### config.mk
export PLATFORM = sky130hd
export DESIGN_NAME = bakeryTop
export DESIGN_NICKNAME = d
export VERILOG_FILES = /design/src/common/bakeryPkg.sv /design/src/common/bakeryStepIf.sv /design/src/bakery/bakeryControl.sv /design/src/bakery/bakeryTicketTable.sv /design/src/bakery/bakeryLoopIndex.sv /design/src/source/mutexMonitor.sv /design/src/source/bakeryTop.sv
export SDC_FILE = /design/constraint.sdc
export NUM_CORES = 1
export LEC_CHECK = 0
export ABC_AREA = 1
export BUFFER_PORTS_ARGS = -buffer_cell sky130_fd_sc_hd__buf_2
export CAP_MARGIN = 25
export CORE_UTILIZATION = 50
export CTS_CLUSTER_DIAMETER = 60
export DETAILED_ROUTE_END_ITERATION = 8
export HOLD_SLACK_MARGIN = 0.08
export PLACE_DENSITY = 0.65
export SYNTH_ARGS = -nofsm -noshare
export SYNTH_HDL_FRONTEND = slang
export SYNTH_SLANG_ARGS = --single-unit
### constraint.sdc
create_clock -name clock -period 3.2 [get_ports clock]
set_input_delay 0 -clock clock [delete_from_list [all_inputs] [get_ports clock]]
set_output_delay 0 -clock clock [all_outputs]
set_load 0.005 [all_outputs]
### src/common/bakeryPkg.sv
/*
 * protocol location and step command enums for the bakery lock
 * plus the default process count
 */
package bakeryPkg;

	// program locations, in bakery program order
	// L2x is the defer sampling loop, L10x the exit loop
	typedef enum logic [3:0] {
		L1,
		L2a,
		L2b,
		L2c,
		L3,
		L4,
		L5,
		L6,
		L7,
		L8,
		L9,
		L10a,
		L10b,
		L10c,
		L11
	} protoLoc;

	// one command per step, issued by the sequencer
	typedef enum logic [3:0] {
		opNone,
		opSetChoosing,
		opClearIndex,
		opSampleDefer,
		opTakeTicket,
		opStartScan,
		opNextPeer,
		opPromote,
		opDropTicket,
		opClearDefer
	} stepOp;

	// process count used when the top level is not overridden
	localparam int defaultNumProc = 3;

endpackage

### src/common/bakeryStepIf.sv
/*
 * step command bus from the sequencer to the ticket table and loop counters,
 * with the status bits returned for the current process and peer
 */
`timescale 1ns/1ps

interface bakeryStepIf import bakeryPkg::*; #(
	parameter int SelWidth = $clog2(defaultNumProc + 1)
) ();

	// stepping process, always in range
	logic [SelWidth-1:0] sel;
	// what the stepping process does this cycle
	stepOp op;
	// loop index j of the stepping process
	logic [SelWidth-1:0] peer;
	// j has run past the last process
	logic scanDone;
	// status of peer, combinational on sel and peer
	logic peerChoosing;
	logic mustWait;

	modport ctrl (
		output sel, op,
		input scanDone, peerChoosing, mustWait
	);

	// ticket storage side
	modport tbl (
		input sel, op, peer,
		output peerChoosing, mustWait
	);

	modport index (
		input sel, op,
		output peer, scanDone
	);

endinterface

### src/bakery/bakeryControl.sv
/*
 * bakery protocol sequencer, one location register per process
 * and one decoded step per clock
 */
`timescale 1ns/1ps

module bakeryControl import bakeryPkg::*; #(
	parameter int NumProc = defaultNumProc,
	parameter int SelWidth = $clog2(NumProc + 1)
) (
	input logic clock,
	input logic arstN,
	input logic [SelWidth-1:0] select,
	input logic pause,
	bakeryStepIf.ctrl step,
	output protoLoc loc [NumProc]
);

	logic [SelWidth-1:0] selIdx;
	protoLoc curLoc;
	protoLoc nextLoc;
	stepOp stepCode;

	// out of range selections step process 0
	assign selIdx = (select < NumProc) ? select : '0;
	assign step.sel = selIdx;
	assign step.op = stepCode;

	always_comb begin
		curLoc = loc[selIdx];
		nextLoc = curLoc;
		stepCode = opNone;
		case (curLoc)
			// announce that a ticket is being chosen
			L1: begin
				stepCode = opSetChoosing;
				nextLoc = L2a;
			end
			L2a: begin
				stepCode = opClearIndex;
				nextLoc = L2b;
			end
			L2b: nextLoc = step.scanDone ? L3 : L2c;
			// record which peers already hold a ticket
			L2c: begin
				stepCode = opSampleDefer;
				nextLoc = L2b;
			end
			L3: begin
				stepCode = opTakeTicket;
				nextLoc = L4;
			end
			L4: begin
				stepCode = opStartScan;
				nextLoc = L5;
			end
			L5: nextLoc = step.scanDone ? L9 : L6;
			// spin while peer is still choosing
			L6: nextLoc = step.peerChoosing ? L6 : L7;
			// spin while peer has precedence, possibly passing our priority on
			L7: begin
				stepCode = opPromote;
				nextLoc = step.mustWait ? L7 : L8;
			end
			L8: begin
				stepCode = opNextPeer;
				nextLoc = L5;
			end
			// critical section
			L9: nextLoc = pause ? L9 : L10a;
			L10a: begin
				stepCode = opDropTicket;
				nextLoc = L10b;
			end
			L10b: nextLoc = step.scanDone ? L11 : L10c;
			// withdraw from every defer relation involving us
			L10c: begin
				stepCode = opClearDefer;
				nextLoc = L10b;
			end
			L11: nextLoc = pause ? L11 : L1;
			default: nextLoc = L1;
		endcase
	end

	// only the selected process moves
	always_ff @(posedge clock or negedge arstN) begin
		if (!arstN) begin
			for (int i = 0; i < NumProc; i++) begin
				loc[i] <= L1;
			end
		end else begin
			loc[selIdx] <= nextLoc;
		end
	end

	// a peer is only addressed while the sweep is still inside the process range
	peerInRange: assert property (@(posedge clock) disable iff (!arstN)
		(curLoc inside {L2c, L6, L7, L8, L10c}) |-> !step.scanDone);

endmodule

### src/bakery/bakeryTicketTable.sv
/*
 * ticket, choosing, defer matrix and priority storage
 * with the peer status decisions for the L6 and L7 waits
 */
`timescale 1ns/1ps

module bakeryTicketTable import bakeryPkg::*; #(
	parameter int NumProc = defaultNumProc,
	parameter int SelWidth = $clog2(NumProc + 1)
) (
	input logic clock,
	input logic arstN,
	bakeryStepIf.tbl step
);

	logic [NumProc-1:0] ticket;
	logic [NumProc-1:0] choosing;
	// defer[a][b] set means a saw b holding a ticket when a chose
	logic [NumProc-1:0] defer [NumProc];
	logic [SelWidth-1:0] pri [NumProc];

	logic peerValid;
	logic [SelWidth-1:0] peerIdx;
	logic defSelPeer;
	logic defPeerSel;
	logic promote;
	logic [NumProc-1:0] selfDefer;

	// j reaches NumProc at the end of a sweep
	assign peerValid = step.peer < NumProc;
	assign peerIdx = peerValid ? step.peer : '0;

	assign defSelPeer = defer[step.sel][peerIdx];
	assign defPeerSel = defer[peerIdx][step.sel];

	assign step.peerChoosing = peerValid && choosing[peerIdx];

	// older peer ticket, or same age and better priority
	assign step.mustWait = peerValid && ticket[peerIdx] &&
		(defSelPeer || (!defPeerSel && (pri[peerIdx] < pri[step.sel])));

	// an older peer inherits our priority when it is better than its own
	assign promote = peerValid && ticket[peerIdx] && defSelPeer && !defPeerSel &&
		(pri[step.sel] < pri[peerIdx]);

	always_ff @(posedge clock or negedge arstN) begin
		if (!arstN) begin
			ticket <= '0;
			choosing <= '0;
			for (int i = 0; i < NumProc; i++) begin
				defer[i] <= '0;
				pri[i] <= SelWidth'(i);
			end
		end else begin
			case (step.op)
				opSetChoosing: choosing[step.sel] <= 1'b1;
				opSampleDefer: defer[step.sel][peerIdx] <= ticket[peerIdx];
				opTakeTicket: begin
					ticket[step.sel] <= 1'b1;
					choosing[step.sel] <= 1'b0;
				end
				// own priority restored before each peer comparison
				opStartScan, opNextPeer: pri[step.sel] <= step.sel;
				opPromote: begin
					if (promote) begin
						pri[peerIdx] <= pri[step.sel];
					end
				end
				opDropTicket: ticket[step.sel] <= 1'b0;
				opClearDefer: begin
					defer[peerIdx][step.sel] <= 1'b0;
					// undo a promotion we handed out
					if (pri[peerIdx] == step.sel) begin
						pri[peerIdx] <= peerIdx;
					end
				end
				default: ;
			endcase
		end
	end

	always_comb begin
		for (int i = 0; i < NumProc; i++) begin
			selfDefer[i] = defer[i][i];
		end
	end

	// own ticket is always clear during the L2 sweep
	noSelfDefer: assert property (@(posedge clock) disable iff (!arstN)
		selfDefer == '0);

endmodule

### src/bakery/bakeryLoopIndex.sv
/*
 * per-process loop index j, swept over all process indices
 */
`timescale 1ns/1ps

module bakeryLoopIndex import bakeryPkg::*; #(
	parameter int NumProc = defaultNumProc,
	parameter int SelWidth = $clog2(NumProc + 1)
) (
	input logic clock,
	input logic arstN,
	bakeryStepIf.index step
);

	// counts 0 to NumProc inclusive
	logic [SelWidth-1:0] j [NumProc];

	assign step.peer = j[step.sel];
	assign step.scanDone = j[step.sel] >= SelWidth'(NumProc);

	always_ff @(posedge clock or negedge arstN) begin
		if (!arstN) begin
			for (int i = 0; i < NumProc; i++) begin
				j[i] <= '0;
			end
		end else begin
			case (step.op)
				// start of the defer, scan and exit sweeps
				opClearIndex, opStartScan, opDropTicket: j[step.sel] <= '0;
				// one peer handled
				opSampleDefer, opNextPeer, opClearDefer: j[step.sel] <= j[step.sel] + 1'b1;
				default: ;
			endcase
		end
	end

endmodule

### src/source/mutexMonitor.sv
/*
 * critical section owner decode and sticky mutual exclusion violation flag
 */
`timescale 1ns/1ps

module mutexMonitor import bakeryPkg::*; #(
	parameter int NumProc = defaultNumProc
) (
	input logic clock,
	input logic arstN,
	input protoLoc loc [NumProc],
	output logic [NumProc-1:0] inCritical,
	output logic mutexViolation
);

	logic manyOwners;

	always_comb begin
		for (int i = 0; i < NumProc; i++) begin
			inCritical[i] = (loc[i] == L9);
		end
	end

	// clearing the lowest set bit leaves something only when two or more are set
	assign manyOwners = (inCritical & (inCritical - 1'b1)) != '0;

	always_ff @(posedge clock or negedge arstN) begin
		if (!arstN) begin
			mutexViolation <= 1'b0;
		end else if (manyOwners) begin
			mutexViolation <= 1'b1;
		end
	end

	// the bakery protocol as a whole must keep the owner set at most one
	mutexHolds: assert property (@(posedge clock) disable iff (!arstN)
		!$rose(mutexViolation));

endmodule

### src/source/bakeryTop.sv
/*
 * bakery lock arbiter top, sequencer, ticket table, loop counters and monitor
 */
`timescale 1ns/1ps

module bakeryTop import bakeryPkg::*; #(
	parameter int NumProc = defaultNumProc,
	// loop counters must reach NumProc itself
	localparam int SelWidth = $clog2(NumProc + 1)
) (
	input logic clock,
	input logic arstN,
	input logic [SelWidth-1:0] select,
	input logic pause,
	output logic [NumProc-1:0] inCritical,
	output protoLoc loc [NumProc],
	output logic mutexViolation
);

	bakeryStepIf #(.SelWidth(SelWidth)) stepBus ();

	bakeryControl #(.NumProc(NumProc), .SelWidth(SelWidth)) u_bakeryControl (
		.clock(clock),
		.arstN(arstN),
		.select(select),
		.pause(pause),
		.step(stepBus.ctrl),
		.loc(loc)
	);

	bakeryTicketTable #(.NumProc(NumProc), .SelWidth(SelWidth)) u_bakeryTicketTable (
		.clock(clock),
		.arstN(arstN),
		.step(stepBus.tbl)
	);

	bakeryLoopIndex #(.NumProc(NumProc), .SelWidth(SelWidth)) u_bakeryLoopIndex (
		.clock(clock),
		.arstN(arstN),
		.step(stepBus.index)
	);

	// watches the post-step locations
	mutexMonitor #(.NumProc(NumProc)) u_mutexMonitor (
		.clock(clock),
		.arstN(arstN),
		.loc(loc),
		.inCritical(inCritical),
		.mutexViolation(mutexViolation)
	);

endmodule

==> impl_metrics.tcl <==
set metrics [dict create \
    drv_slew 0 \
    synth_cell_types 40 \
    final_cells 639 \
    synth_top_area_cell "dfrtp_1" \
    synth_seq_cells 40 \
    synth_simple_gate_area_share_pct 39.86 \
    tns_ns 0 \
    leakage_nw 1.973 \
    crit_family "simple AND/OR/NAND/NOR gates" \
    via_count 3574 \
    worst_pin_slew_ns 0.6587 \
    crit_path_start_kind "flop" \
    antenna_found_initial 0 \
    dieArea_sq_um 7172 \
    synth.cell_area_sq_um 3418 \
    gp_congestion 0.8808 \
    initial_utilization_pct 52.93 \
    whs_ns 0.1437 \
    hold_violations 0 \
    grt_pass1_vias 3253 \
    timing.critical_path.buf_inv 4 \
    fmax_mhz 339.1 \
    clk_latency_ns 0.30 \
    cp.required_ns 3.39 \
    cts_buffers 5 \
    cts_tree "built" \
    core_area_sq_um 6459 \
    firstDrtPassIters 6 \
    crit_fanout 4 \
    track_usage_pct 28.80 \
    outcome "completed" \
    n_fill_cell 627 \
    clockBufferDepth 2 \
    diodes 0 \
    layout-drive-gt1-share_pct 19.40 \
    grt_first_pass_wirelength_microns 16220 \
    avgRoutedWirePerCell_microns 15.21 \
    numPortBuffers 20 \
    drt-initial-drc-count 301 \
    syn2layout_area_growth_pct 12.55 \
    antenna_left 0 \
    setup_viol 0 \
    dp_cells 624 \
    worst_slack_ns 0.2509 \
    finalNetCount 576 \
    cp_slowest_cell "dfrtp_1" \
    cts_num_sinks 40 \
    ys.flop_type "dfrtp_1" \
    io_pins 21 \
    synth_xor_area_share_pct 0.2562 \
    skew_ns 0.004323 \
    postSynthCellCount 532 \
    syn_nets 547 \
    slew_headroom_pct 56.08 \
    dp_hpwl_microns 7161 \
    clk_pin_slew_ns 0.09 \
    htree_levels 2 \
    crit_path_end_kind "flop" \
    avgSynthCellArea_sq_um 6.425 \
    synth_top_area_share_pct 27.82 \
    routed_wl_microns 9722 \
    cp_data_arrival_time_ns 3.13 \
    yosysSeqAreaShare_pct 29.36 \
    timing.final.crit_share_pct 92.16 \
    crit_chain "inv_1 -> nand2_1 -> a32oi_2 -> inv_2 -> ha_4 -> inv_2 -> nand2_2 -> o211ai_1 -> inv_1 -> ha_1 -> a21oi_2 -> nand4_1 -> nor2_1 -> nor2_1 -> nor2_2 -> nand3_2 -> nand2_1 -> o21ai_1" \
    synth-compound-area-share_pct 15.67 \
    yosysWarnings 0 \
    synth_top_family_by_area "simple AND/OR/NAND/NOR gates" \
    cap_violations 0 \
    drcViolationCount 0 \
    irDropWorstVdd_mv 0.3741 \
    totalPowerFinal_w 0.002976 \
    fp-row-count 29 \
    synth_area_leaders "dfrtp_1, nand2_1, inv_1, nor2_1, o21ai_0" \
    die_w_microns 84.69 \
    synth_edf_count 0 \
    hp-class "input port to async pin" \
    post-place-ws_ns 0.09094 \
    critical_path_class "flop to flop" \
    synthAdderAreaFrac_pct 3.660 \
    async_reset_ff_share_pct 100.0 \
    synthMuxAreaShare_pct 0 \
    cts-root-buf "clkbuf_8" \
    finalCriticalPeriod_ns 2.949 \
    grt_max_degree 41 \
    die_h_microns 84.69 \
    powerDensity_nw_per_um2 773.4 \
    drt-vias-per-instance 5.593 \
    gr-total-overflow 0 \
    slowest_delay_ns 0.39 \
]
-- logic make-up (layout without fill, tap and decap cells) --
kind of cell,count (synthesis),after routing
simple gates,296,296
compound gates,92,92
buf+inv,93,123
flops,40,40
fa+ha+maj,10,10
xor+xnor,1,1
-- synth_stat cells, types with 5 or more instances --
library cell  count
a21oi_1          17
buf_2             5
clkbuf_1          9
dfrtp_1          38
ha_1             10
inv_1            63
inv_2             8
nand2_1         164
nand2_2          11
nand3_1          25
nand3_2           6
nand4_1          10
nor2_1           49
nor2_2            9
nor2_4            6
nor4_1            5
o211ai_1          7
o21ai_0          35
o21ai_1          11
-- where the power goes --
part	switching [W]	leakage [nW]	internal [W]
clock	0.000194	0.0552	0.000232
sequential	0.000167	0.503	0.000709
combinational	0.00109	1.41	0.000586
-- cells in the final DEF, fill, tap and decap left out, types with 8 or more instances in the layout --
cell,instances
nand2_1,163
nor2_1,48
o21ai_0,35
nand4_1,10
inv_2,11
nor2_2,9
buf_2,20
buf_4,22
a21oi_1,16
nand3_1,25
inv_1,60
o21ai_1,11
nand2_2,12
ha_1,8
dfrtp_1,38
-- path summary, 6_finish.rpt --
kind	to	from	cells past startpoint	slack [ns]
min	u_bakeryControl.loc[3]	arstN	2	0.14
max reg2reg	u_bakeryTicketTable.pri[3]	u_bakeryLoopIndex.j[5]	18	0.25
min in group clock	u_bakeryControl.loc[4]	pause	6	0.32
max in group asynchronous	u_bakeryTicketTable.pri[1]	arstN	3	2.52
max	u_bakeryTicketTable.pri[3]	u_bakeryLoopIndex.j[5]	18	0.25
min reg2reg	u_mutexMonitor.mutexViolation	u_mutexMonitor.mutexViolation	1	0.48
-- final cells by class --
| cell class | count | area, sq um | area share, % |
|---|---|---|---|
| clock buffers | 6 | 72.57 | 1.886 |
| clock inverters | 2 | 35.03 | 0.9106 |
| inverters | 71 | 266.5 | 6.927 |
| multi-input cells | 399 | 2078 | 54.02 |
| flip-flops and latches | 40 | 1003 | 26.08 |
| well taps | 77 | 96.34 | 2.504 |
| repair buffers | 44 | 295.3 | 7.675 |
-- through the flow --
| stage | util, % | area [sq um] |
|---|---|---|
| finish | 59.57 | 3847 |
| global route | 59.57 | 3847 |
| CTS | 57.96 | 3744 |
| detailed placement | 56.14 | 3626 |
| global placement | 56.14 | 3626 |
| floorplan | - | 3418 |
-- per-layer routing --
layer / routed length [microns] / vias up / global-route usage (%)
met2: 4079 / 142 / 41.91
met4: 185 / 0 / 9.245
met3: 696 / 18 / 4.621
met5: 0 / - / 0
met1: 4760 / 1637 / 43.44
li1: - / 1777 / -
-- what timing repair did --
item,in CTS,in global routing
resized for setup,0,12
endpoints found under the hold margin,38,0
buffers inserted,0,5
hold buffers,1,0
endpoints found under the setup margin,0,9
(Power assumes the default switching activity.)
